$ cat src/verilog/axi_xbar_config.svh
`ifndef AXI_XBAR_CONFIG_SVH
`define AXI_XBAR_CONFIG_SVH

// Channel widths
`define AXI_ADDR_BITS 32
`define AXI_DATA_BITS 32
`define AXI_STRB_BITS 4

// Port counts, default slave included
`define AXI_MASTER_NUM 2
`define AXI_SLAVE_NUM  3

// S0 window 0x0000_0000 to 0x0000_FFFF
`define AXI_S0_BASE 32'h0000_0000
`define AXI_S0_MASK 32'hFFFF_0000

// S1 window 0x0001_0000 to 0x0001_FFFF
`define AXI_S1_BASE 32'h0001_0000
`define AXI_S1_MASK 32'hFFFF_0000

// Anything outside both windows goes to the default slave

`endif

$ cat src/verilog/axi_xbar_pkg.sv
package axi_xbar_pkg;

    typedef enum logic {
        MST_1,
        MST_2
    } master_id_e;

    // SLV_DEF is the internal decode error slave
    typedef enum logic [1:0] {
        SLV_0,
        SLV_1,
        SLV_DEF
    } slave_id_e;

    // Write phases, address then data then response
    typedef enum logic [1:0] {
        AW_IDLE,
        AW_DATA,
        AW_RESP
    } aw_state_e;

    typedef enum logic [1:0] {
        RESP_OKAY   = 2'd0,
        RESP_SLVERR = 2'd2,
        RESP_DECERR = 2'd3
    } resp_e;

    typedef struct packed {
        master_id_e mst;
        slave_id_e  slv;
    } wr_route_t;

endpackage

$ cat src/verilog/axi_w_if.sv
`timescale 1ns/1ps
`include "axi_xbar_config.svh"

interface axi_w_if;
    logic [`AXI_DATA_BITS-1:0] data;
    logic [`AXI_STRB_BITS-1:0] strb;
    logic                      last;
    logic                      valid;
    logic                      ready;

    // Source side drives the beat
    modport src (output data, strb, last, valid, input ready);

    modport dst (input data, strb, last, valid, output ready);
endinterface

$ cat src/verilog/aw_ch.sv
`timescale 1ns/1ps
`include "axi_xbar_config.svh"

module aw_ch import axi_xbar_pkg::*; (
    input  logic                      clk,
    input  logic                      rst,
    input  logic [`AXI_ADDR_BITS-1:0] awaddr_m1_i,
    input  logic                      awvalid_m1_i,
    output logic                      awready_m1_o,
    input  logic [`AXI_ADDR_BITS-1:0] awaddr_m2_i,
    input  logic                      awvalid_m2_i,
    output logic                      awready_m2_o,
    output logic [`AXI_ADDR_BITS-1:0] awaddr_o,
    output logic                      awvalid_s0_o,
    output logic                      awvalid_s1_o,
    output logic                      awvalid_sd_o,
    input  logic                      awready_s0_i,
    input  logic                      awready_s1_i,
    input  logic                      awready_sd_i,
    input  logic                      data_done_i,
    input  logic                      resp_done_i,
    output wr_route_t                 route_o,
    output logic                      route_set_o
);
    aw_state_e  state;
    aw_state_e  state_nxt;
    master_id_e last_grant;
    master_id_e grant;
    master_id_e held_id;
    logic       held;
    slave_id_e  dec_slv;
    logic [`AXI_ADDR_BITS-1:0] addr_sel;
    logic       req_sel;
    logic       aw_active;
    logic       sel_ready;
    logic       aw_hs;
    wr_route_t  route_q;

    // Round robin, a pending request keeps its grant until the handshake
    always_comb begin
        if (held)
            grant = held_id;
        else if (awvalid_m1_i && awvalid_m2_i)
            grant = (last_grant == MST_1) ? MST_2 : MST_1;
        else if (awvalid_m2_i)
            grant = MST_2;
        else
            grant = MST_1;
    end

    assign addr_sel = (grant == MST_2) ? awaddr_m2_i : awaddr_m1_i;
    assign req_sel  = (grant == MST_2) ? awvalid_m2_i : awvalid_m1_i;
    assign awaddr_o = addr_sel;

    always_comb begin
        if ((addr_sel & `AXI_S0_MASK) == `AXI_S0_BASE)
            dec_slv = SLV_0;
        else if ((addr_sel & `AXI_S1_MASK) == `AXI_S1_BASE)
            dec_slv = SLV_1;
        else
            dec_slv = SLV_DEF;
    end

    always_comb begin
        case (dec_slv)
            SLV_0:   sel_ready = awready_s0_i;
            SLV_1:   sel_ready = awready_s1_i;
            default: sel_ready = awready_sd_i;
        endcase
    end

    assign aw_active = (state == AW_IDLE) && req_sel;
    assign aw_hs     = aw_active && sel_ready;

    assign awvalid_s0_o = aw_active && (dec_slv == SLV_0);
    assign awvalid_s1_o = aw_active && (dec_slv == SLV_1);
    assign awvalid_sd_o = aw_active && (dec_slv == SLV_DEF);
    assign awready_m1_o = aw_hs && (grant == MST_1);
    assign awready_m2_o = aw_hs && (grant == MST_2);

    // New route is visible in the handshake cycle so w_ch latches it on that edge
    assign route_set_o = aw_hs;
    assign route_o     = aw_hs ? '{mst: grant, slv: dec_slv} : route_q;

    always_comb begin
        state_nxt = state;
        case (state)
            AW_IDLE: if (aw_hs) state_nxt = AW_DATA;
            AW_DATA: if (data_done_i) state_nxt = AW_RESP;
            AW_RESP: if (resp_done_i) state_nxt = AW_IDLE;
            default: state_nxt = AW_IDLE;
        endcase
    end

    always_ff @(posedge clk or negedge rst) begin
        if (!rst) begin
            state      <= AW_IDLE;
            last_grant <= MST_2;
            held       <= 1'b0;
            held_id    <= MST_1;
            route_q    <= '{mst: MST_1, slv: SLV_0};
        end else begin
            state <= state_nxt;
            if (aw_hs) begin
                last_grant <= grant;
                route_q    <= '{mst: grant, slv: dec_slv};
                held       <= 1'b0;
            end else if (aw_active) begin
                held    <= 1'b1;
                held_id <= grant;
            end
        end
    end
endmodule

$ cat src/verilog/w_ch.sv
`timescale 1ns/1ps
`include "axi_xbar_config.svh"

module w_ch import axi_xbar_pkg::*; (
    input  logic      clk,
    input  logic      rst,
    axi_w_if.dst      m1_w,
    axi_w_if.dst      m2_w,
    axi_w_if.src      s0_w,
    axi_w_if.src      s1_w,
    axi_w_if.src      sd_w,
    input  wr_route_t route_i,
    input  logic      route_set_i,
    output logic      data_done_o
);
    wr_route_t                  route_q;
    logic                       busy;
    logic [`AXI_MASTER_NUM-1:0] m_valid;
    logic [`AXI_SLAVE_NUM-1:0]  s_ready;
    logic [`AXI_DATA_BITS-1:0]  m_data;
    logic [`AXI_STRB_BITS-1:0]  m_strb;
    logic                       m_last;
    logic                       beat_valid;
    logic                       beat_ready;

    assign m_valid = {m2_w.valid, m1_w.valid};
    assign s_ready = {sd_w.ready, s1_w.ready, s0_w.ready};

    // Beat of the granted master
    assign m_data = (route_q.mst == MST_2) ? m2_w.data : m1_w.data;
    assign m_strb = (route_q.mst == MST_2) ? m2_w.strb : m1_w.strb;
    assign m_last = (route_q.mst == MST_2) ? m2_w.last : m1_w.last;

    assign beat_valid = busy && m_valid[route_q.mst];
    assign beat_ready = busy && s_ready[route_q.slv];

    assign s0_w.data  = m_data;
    assign s0_w.strb  = m_strb;
    assign s0_w.last  = m_last;
    assign s0_w.valid = beat_valid && (route_q.slv == SLV_0);

    assign s1_w.data  = m_data;
    assign s1_w.strb  = m_strb;
    assign s1_w.last  = m_last;
    assign s1_w.valid = beat_valid && (route_q.slv == SLV_1);

    assign sd_w.data  = m_data;
    assign sd_w.strb  = m_strb;
    assign sd_w.last  = m_last;
    assign sd_w.valid = beat_valid && (route_q.slv == SLV_DEF);

    // Only the granted master sees a ready
    assign m1_w.ready = beat_ready && (route_q.mst == MST_1);
    assign m2_w.ready = beat_ready && (route_q.mst == MST_2);

    assign data_done_o = beat_valid && beat_ready && m_last;

    always_ff @(posedge clk or negedge rst) begin
        if (!rst) begin
            busy    <= 1'b0;
            route_q <= '{mst: MST_1, slv: SLV_0};
        end else if (route_set_i) begin
            busy    <= 1'b1;
            route_q <= route_i;
        end else if (data_done_o) begin
            busy <= 1'b0;
        end
    end
endmodule

$ cat src/verilog/b_ch.sv
`timescale 1ns/1ps

module b_ch import axi_xbar_pkg::*; (
    input  logic [1:0] bresp_s0_i,
    input  logic       bvalid_s0_i,
    output logic       bready_s0_o,
    input  logic [1:0] bresp_s1_i,
    input  logic       bvalid_s1_i,
    output logic       bready_s1_o,
    input  logic [1:0] bresp_sd_i,
    input  logic       bvalid_sd_i,
    output logic       bready_sd_o,
    output logic [1:0] bresp_m1_o,
    output logic       bvalid_m1_o,
    input  logic       bready_m1_i,
    output logic [1:0] bresp_m2_o,
    output logic       bvalid_m2_o,
    input  logic       bready_m2_i,
    input  wr_route_t  route_i,
    output logic       resp_done_o
);
    logic [1:0] bresp_sel;
    logic       bvalid_sel;
    logic       bready_sel;

    always_comb begin
        case (route_i.slv)
            SLV_0: begin
                bresp_sel  = bresp_s0_i;
                bvalid_sel = bvalid_s0_i;
            end
            SLV_1: begin
                bresp_sel  = bresp_s1_i;
                bvalid_sel = bvalid_s1_i;
            end
            default: begin
                bresp_sel  = bresp_sd_i;
                bvalid_sel = bvalid_sd_i;
            end
        endcase
    end

    assign bready_sel = (route_i.mst == MST_2) ? bready_m2_i : bready_m1_i;

    assign bvalid_m1_o = bvalid_sel && (route_i.mst == MST_1);
    assign bvalid_m2_o = bvalid_sel && (route_i.mst == MST_2);
    assign bresp_m1_o  = (route_i.mst == MST_1) ? bresp_sel : RESP_OKAY;
    assign bresp_m2_o  = (route_i.mst == MST_2) ? bresp_sel : RESP_OKAY;

    // Ready goes back only to the slave that owns the write
    assign bready_s0_o = bready_sel && (route_i.slv == SLV_0);
    assign bready_s1_o = bready_sel && (route_i.slv == SLV_1);
    assign bready_sd_o = bready_sel && (route_i.slv == SLV_DEF);

    assign resp_done_o = bvalid_sel && bready_sel;
endmodule

$ cat src/verilog/default_slave.sv
`timescale 1ns/1ps

module default_slave import axi_xbar_pkg::*; (
    input  logic       clk,
    input  logic       rst,
    input  logic       awvalid_i,
    output logic       awready_o,
    axi_w_if.dst       w,
    output logic [1:0] bresp_o,
    output logic       bvalid_o,
    input  logic       bready_i
);
    aw_state_e state;

    // Beats only matter for their last flag, data is dropped
    assign w.ready  = (state == AW_DATA);
    assign bvalid_o = (state == AW_RESP);
    assign bresp_o  = bvalid_o ? RESP_DECERR : RESP_OKAY;

    always_ff @(posedge clk or negedge rst) begin
        if (!rst) begin
            state     <= AW_IDLE;
            awready_o <= 1'b0;
        end else begin
            case (state)
                AW_IDLE: begin
                    // Ready one cycle after valid
                    if (awvalid_i && awready_o) begin
                        awready_o <= 1'b0;
                        state     <= AW_DATA;
                    end else begin
                        awready_o <= awvalid_i;
                    end
                end
                AW_DATA: begin
                    if (w.valid && w.last)
                        state <= AW_RESP;
                end
                AW_RESP: begin
                    if (bready_i)
                        state <= AW_IDLE;
                end
                default: state <= AW_IDLE;
            endcase
        end
    end
endmodule

$ cat src/verilog/axi_write_xbar.sv
`timescale 1ns/1ps
`include "axi_xbar_config.svh"

module axi_write_xbar import axi_xbar_pkg::*; (
    input  logic                      clk,
    input  logic                      rst,
    // M1
    input  logic [`AXI_ADDR_BITS-1:0] awaddr_m1_i,
    input  logic                      awvalid_m1_i,
    output logic                      awready_m1_o,
    input  logic [`AXI_DATA_BITS-1:0] wdata_m1_i,
    input  logic [`AXI_STRB_BITS-1:0] wstrb_m1_i,
    input  logic                      wlast_m1_i,
    input  logic                      wvalid_m1_i,
    output logic                      wready_m1_o,
    output logic [1:0]                bresp_m1_o,
    output logic                      bvalid_m1_o,
    input  logic                      bready_m1_i,
    // M2
    input  logic [`AXI_ADDR_BITS-1:0] awaddr_m2_i,
    input  logic                      awvalid_m2_i,
    output logic                      awready_m2_o,
    input  logic [`AXI_DATA_BITS-1:0] wdata_m2_i,
    input  logic [`AXI_STRB_BITS-1:0] wstrb_m2_i,
    input  logic                      wlast_m2_i,
    input  logic                      wvalid_m2_i,
    output logic                      wready_m2_o,
    output logic [1:0]                bresp_m2_o,
    output logic                      bvalid_m2_o,
    input  logic                      bready_m2_i,
    // S0
    output logic [`AXI_ADDR_BITS-1:0] awaddr_s0_o,
    output logic                      awvalid_s0_o,
    input  logic                      awready_s0_i,
    output logic [`AXI_DATA_BITS-1:0] wdata_s0_o,
    output logic [`AXI_STRB_BITS-1:0] wstrb_s0_o,
    output logic                      wlast_s0_o,
    output logic                      wvalid_s0_o,
    input  logic                      wready_s0_i,
    input  logic [1:0]                bresp_s0_i,
    input  logic                      bvalid_s0_i,
    output logic                      bready_s0_o,
    // S1
    output logic [`AXI_ADDR_BITS-1:0] awaddr_s1_o,
    output logic                      awvalid_s1_o,
    input  logic                      awready_s1_i,
    output logic [`AXI_DATA_BITS-1:0] wdata_s1_o,
    output logic [`AXI_STRB_BITS-1:0] wstrb_s1_o,
    output logic                      wlast_s1_o,
    output logic                      wvalid_s1_o,
    input  logic                      wready_s1_i,
    input  logic [1:0]                bresp_s1_i,
    input  logic                      bvalid_s1_i,
    output logic                      bready_s1_o
);
    logic [`AXI_ADDR_BITS-1:0] awaddr;
    logic       awvalid_sd;
    logic       awready_sd;
    logic [1:0] bresp_sd;
    logic       bvalid_sd;
    logic       bready_sd;
    wr_route_t  route;
    logic       route_set;
    logic       data_done;
    logic       resp_done;

    axi_w_if m1_w ();
    axi_w_if m2_w ();
    axi_w_if s0_w ();
    axi_w_if s1_w ();
    axi_w_if sd_w ();

    // Master W ports into their bundles
    assign m1_w.data  = wdata_m1_i;
    assign m1_w.strb  = wstrb_m1_i;
    assign m1_w.last  = wlast_m1_i;
    assign m1_w.valid = wvalid_m1_i;
    assign wready_m1_o = m1_w.ready;

    assign m2_w.data  = wdata_m2_i;
    assign m2_w.strb  = wstrb_m2_i;
    assign m2_w.last  = wlast_m2_i;
    assign m2_w.valid = wvalid_m2_i;
    assign wready_m2_o = m2_w.ready;

    assign wdata_s0_o  = s0_w.data;
    assign wstrb_s0_o  = s0_w.strb;
    assign wlast_s0_o  = s0_w.last;
    assign wvalid_s0_o = s0_w.valid;
    assign s0_w.ready  = wready_s0_i;

    assign wdata_s1_o  = s1_w.data;
    assign wstrb_s1_o  = s1_w.strb;
    assign wlast_s1_o  = s1_w.last;
    assign wvalid_s1_o = s1_w.valid;
    assign s1_w.ready  = wready_s1_i;

    // One address bus, qualified per slave by awvalid
    assign awaddr_s0_o = awaddr;
    assign awaddr_s1_o = awaddr;

    aw_ch u_aw_ch (
        .clk          (clk),
        .rst          (rst),
        .awaddr_m1_i  (awaddr_m1_i),
        .awvalid_m1_i (awvalid_m1_i),
        .awready_m1_o (awready_m1_o),
        .awaddr_m2_i  (awaddr_m2_i),
        .awvalid_m2_i (awvalid_m2_i),
        .awready_m2_o (awready_m2_o),
        .awaddr_o     (awaddr),
        .awvalid_s0_o (awvalid_s0_o),
        .awvalid_s1_o (awvalid_s1_o),
        .awvalid_sd_o (awvalid_sd),
        .awready_s0_i (awready_s0_i),
        .awready_s1_i (awready_s1_i),
        .awready_sd_i (awready_sd),
        .data_done_i  (data_done),
        .resp_done_i  (resp_done),
        .route_o      (route),
        .route_set_o  (route_set)
    );

    w_ch u_w_ch (
        .clk         (clk),
        .rst         (rst),
        .m1_w        (m1_w),
        .m2_w        (m2_w),
        .s0_w        (s0_w),
        .s1_w        (s1_w),
        .sd_w        (sd_w),
        .route_i     (route),
        .route_set_i (route_set),
        .data_done_o (data_done)
    );

    b_ch u_b_ch (
        .bresp_s0_i  (bresp_s0_i),
        .bvalid_s0_i (bvalid_s0_i),
        .bready_s0_o (bready_s0_o),
        .bresp_s1_i  (bresp_s1_i),
        .bvalid_s1_i (bvalid_s1_i),
        .bready_s1_o (bready_s1_o),
        .bresp_sd_i  (bresp_sd),
        .bvalid_sd_i (bvalid_sd),
        .bready_sd_o (bready_sd),
        .bresp_m1_o  (bresp_m1_o),
        .bvalid_m1_o (bvalid_m1_o),
        .bready_m1_i (bready_m1_i),
        .bresp_m2_o  (bresp_m2_o),
        .bvalid_m2_o (bvalid_m2_o),
        .bready_m2_i (bready_m2_i),
        .route_i     (route),
        .resp_done_o (resp_done)
    );

    default_slave u_default_slave (
        .clk       (clk),
        .rst       (rst),
        .awvalid_i (awvalid_sd),
        .awready_o (awready_sd),
        .w         (sd_w),
        .bresp_o   (bresp_sd),
        .bvalid_o  (bvalid_sd),
        .bready_i  (bready_sd)
    );
endmodule

$ cat config.mk
export PLATFORM = sky130hd
export DESIGN_NAME = axi_write_xbar
export DESIGN_NICKNAME = d
export VERILOG_FILES = /design/src/verilog/axi_xbar_pkg.sv /design/src/verilog/axi_w_if.sv /design/src/verilog/aw_ch.sv /design/src/verilog/w_ch.sv /design/src/verilog/b_ch.sv /design/src/verilog/default_slave.sv /design/src/verilog/axi_write_xbar.sv
export VERILOG_INCLUDE_DIRS = /design/src /design/src/verilog
export SDC_FILE = /design/constraint.sdc
export NUM_CORES = 1
export LEC_CHECK = 0
export ABC_CLOCK_PERIOD_IN_PS = 2390
export BUFFER_PORTS_ARGS = -buffer_cell sky130_fd_sc_hd__clkbuf_2
export CORE_AREA = 2 2 120 122
export DETAILED_ROUTE_END_ITERATION = 8
export DIE_AREA = 0 0 122 124
export GPL_TIMING_DRIVEN = 0
export PLACE_DENSITY = 0.55
export SYNTH_ARGS = -nofsm -noshare
export SYNTH_HDL_FRONTEND = slang
export SYNTH_SLANG_ARGS = --single-unit
$ cat constraint.sdc
create_clock -name clk -period 2.39 [get_ports clk]
set_input_delay 0.239 -clock clk [delete_from_list [all_inputs] [get_ports clk]]
set_output_delay 0.239 -clock clk [all_outputs]
set_load 0.01 [all_outputs]
==> summary.txt <==
Logic synthesis
  • Count leader, synth: mux2_2
  • Register area share after synthesis: 0.157
  • Synthesized area: between 0.002 and 0.0025 mm2
  • Ys async rst share: 1.00
  • Synth cell count leaders: 70 x mux2_2, 69 x buf_4, 14 x dfrtp_1, 14 x nor2_1, 10 x a21oi_1
  • Post-synth top area share: 0.328
  • Largest cells by area after synthesis: mux2_2 33%, buf_4 22%, dfrtp_1 15%
  • Yosys warns: 0
  • Number of enable flip-flop cells after synthesis: 0
  • Most area-hungry cell type in the Yosys netlist: mux2_2
  • Mean Syn Cell Area: between 8 and 9 um2
  • Synth unique cells: between 40 and 50
  • Seq cells post-synth: 15
  • Mapped Nets: 430
  • Main synth FF type: dfrtp_1
  • Post-synthesis cell count: roughly 270

CTS
  • Deepest clock path buffer count: 2
  • CTS H-Tree Depth: 1
  • CTS clk-pin slew, worst paths: about 0.050 ns
  • CTS sink count: 15
  • Worst skew pair latency: around 0.24 ns
  • Clock buffers created by TritonCTS: 3
  • CTS root buf: clkbuf_16
  • CTS tree: yes

Route
  • 1st-iter DRT viols: 66
  • Drt wl/cell: around 13 um
  • Drt first pass iters: 4
  • Vias per cell: a little over 4
  • Via count: 3,118
  • Detailed-route DRC error count: 0
  • DRT antenna net count: 0
  • WL final: approximately 10 mm

STA
  • Relative slew margins: 0.613
  • RSZ-0062 raised after global routing: true
  • Hold Vio Cnt, Final: 0
  • Final hold slack: between 0.3 and 0.4 ns
  • Post-route minimum period: 2.93 ns
  • Final setup fails: 11
  • Max-slew violation count: 0
  • Total negative slack: -4.39 ns
  • Setup ws final: -0.535 ns
  • Slew @ Worst Pin: 0.580 ns
  • Final Cycle Share: 1.22
  • Fmax: 342 MHz
  • Worst Skew: around 0.0025 ns

Pwr
  • Worst vdd ir: about 0.19 mV
  • Leakage: ~2.7 nW
  • PwrDens: ~270 mW/mm2

Hold path
  • HP Start: awready_s1_i
  • Worst min path class: input port to flop
  • Hold Crit Depth: 2
  • Hold EP: u_w_ch.route_q[0]

Status
  • Failing checks: negative setup slack
  • Status: finished with violations

GRT
  • Total GRT Usage: 0.119
  • First-pass GRT wire length: roughly 14 mm
  • Vias in the first global route: 2,965
  • Largest net degree at the start of global routing: 16
  • Grt ovf: 0
  • Initial antenna violation count: 1

Floorplanning
  • Rows: 43
  • Die area: 0.0151 mm2
  • Die W: roughly 120 um
  • Ports: 310
  • Starting Density: 0.175
  • Die Height: 124 um
  • Core ar.: between 0.01 and 0.015 mm2

Final layout
  • Filler instances: around 1,500
  • Fraction of layout cells with a size suffix above 1: 0.834
  • Non-Filler Instances: between 700 and 800
  • Fin nets: roughly 740
  • Post-route cell area: 0.00486 mm2
  • Layout area overhead: 102%
  • N_diodes: 0

Placement
  • GPL Wtd Cong: 0.767
  • Placed Instances: 763
  • Port Buffer Count: about 310
  • Placement Cell Area: approximately 0.0043 mm2
  • HPWL after detailed placement: approximately 8.8 mm

Run
  • Maxcap violations: 0

Critical path
  • Max FO, Critical Path: 3
  • WP buf/inv: 3
  • Cell Chain, Critical Path: a21boi_2 -> mux2i_4 -> buf_6 -> mux2i_4 -> inv_2 -> nand3b_1 -> a31oi_4 -> or3b_4 -> and2_4 -> a211oi_4 -> buf_2
  • Crit path kind: flop to output port
  • Setup crit end kind: output port
  • CP top delay family: simple AND/OR/NAND/NOR gates
  • Slowest cell on the critical path: dfstp_2
  • Reg2reg setup slack: -0.22 ns
  • Worst-case reg-to-reg path depth: 12
  • Reg2reg end: u_aw_ch.state[1]
  • Most used cell, CP: mux2i_4
  • Crit-path max cell delay: approximately 0.54 ns
  • Critical path startpoint category: flop
  • Worst EP required: 2.15 ns
  • Worst EP arrival: 2.69 ns
  • Reg2reg start: u_aw_ch.last_grant
[layout by cell type, fill, tap and decap left out, types with 3 or more instances in the layout]
master / count
a21oi_1: 9
o21a_1: 3
mux2i_4: 3
inv_1: 5
a211oi_2: 5
nand3b_1: 3
a21o_1: 5
nand2_1: 5
o21ai_0: 8
clkbuf_2: 282
dfrtp_1: 13
clkbuf_8: 3
mux2_4: 31
buf_2: 4
nor3_1: 4
nor4_1: 6
clkbuf_16: 7
mux2i_1: 3
buf_6: 28
buf_4: 58
mux2_2: 39
nor2_1: 11
[what timing repair did]
item / in CTS / in global routing
gates resized for setup: 53 / 72
cloned: 2 / 1
hold buffers: 1 / 0
pin swaps: 1 / 0
hold endpoints to repair: 14 / 0
buffers inserted: 14 / 6
setup endpoints to repair: 96 / 45
[worst max path at each step]
stage,from,endpoint,slack [ns],cells past startpoint
floorplan,u_aw_ch.last_grant,bvalid_m1_o,-0.08,10
global placement,awaddr_m1_i[17],bready_s1_o,-0.51,12
detailed placement,awaddr_m1_i[27],bready_s1_o,-0.56,12
CTS,u_aw_ch.last_grant,bvalid_m2_o,-0.51,11
global route,u_aw_ch.last_grant,bvalid_m1_o,-0.64,11
finish,u_aw_ch.last_grant,bvalid_m2_o,-0.54,11
[layout make-up]
class | count | area, um2 | area share
Buffer | 52 | 435 | 0.0897
Clock buffer | 3 | 75.1 | 0.0155
Clock inverter | 1 | 5.00 | 0.00103
Inverter | 8 | 32.5 | 0.00670
Multi-Input combinational cell | 174 | 1730 | 0.357
Sequential cell | 15 | 378 | 0.0778
Tap cell | 180 | 225 | 0.0464
Timing Repair Buffer | 333 | 1970 | 0.406
[registers in the layout, summed over array words and instances, names as in the netlist]
register and flops:
u_w_ch.busy 1, u_default_slave.state 2, u_aw_ch.state 2, u_aw_ch.last_grant 1
u_aw_ch.route_q 3, u_aw_ch.held_id 1, u_default_slave.awready_o 1, u_aw_ch.held 1
u_w_ch.route_q 3
[kinds of logic after synthesis]
group	Yosys count	synth area share
buffers and inverters	85	0.245
multiplexers	77	0.360
AND/OR/NAND/NOR	50	0.109
AO/OA/AOI/OAI	47	0.130
flip-flops	15	0.157
[routing by layer]
layer / GRT usage / vias to the layer above / part of all wire
li1: - / 1538 / -
met1: 0.131 / 1400 / 0.36
met2: 0.240 / 168 / 0.54
met3: 0.0174 / 10 / 0.083
met4: 0.0208 / 2 / 0.011
met5: 0 / - / 0.00077
[report_power, final]
group / switching, mW / internal (mW) / total [mW]
clock network: 0.101 / 0.223 / 0.324
logic: 0.292 / 0.426 / 0.718
registers: 0 / 0.255 / 0.255
total: 0.392 / 0.904 / 1.30
[per-stage QoR]
stage                     total power [mW]  setup slack [ns]  utilization
after floorplan                      0.587           -0.0816            -
after global placement               0.888            -0.515        0.312
after detailed placement             0.889            -0.559        0.312
after CTS                             1.29            -0.510        0.347
after global routing                  1.37            -0.638        0.354
final                                 1.30            -0.535        0.354
No activity file was read; power rests on OpenSTA's default activity.
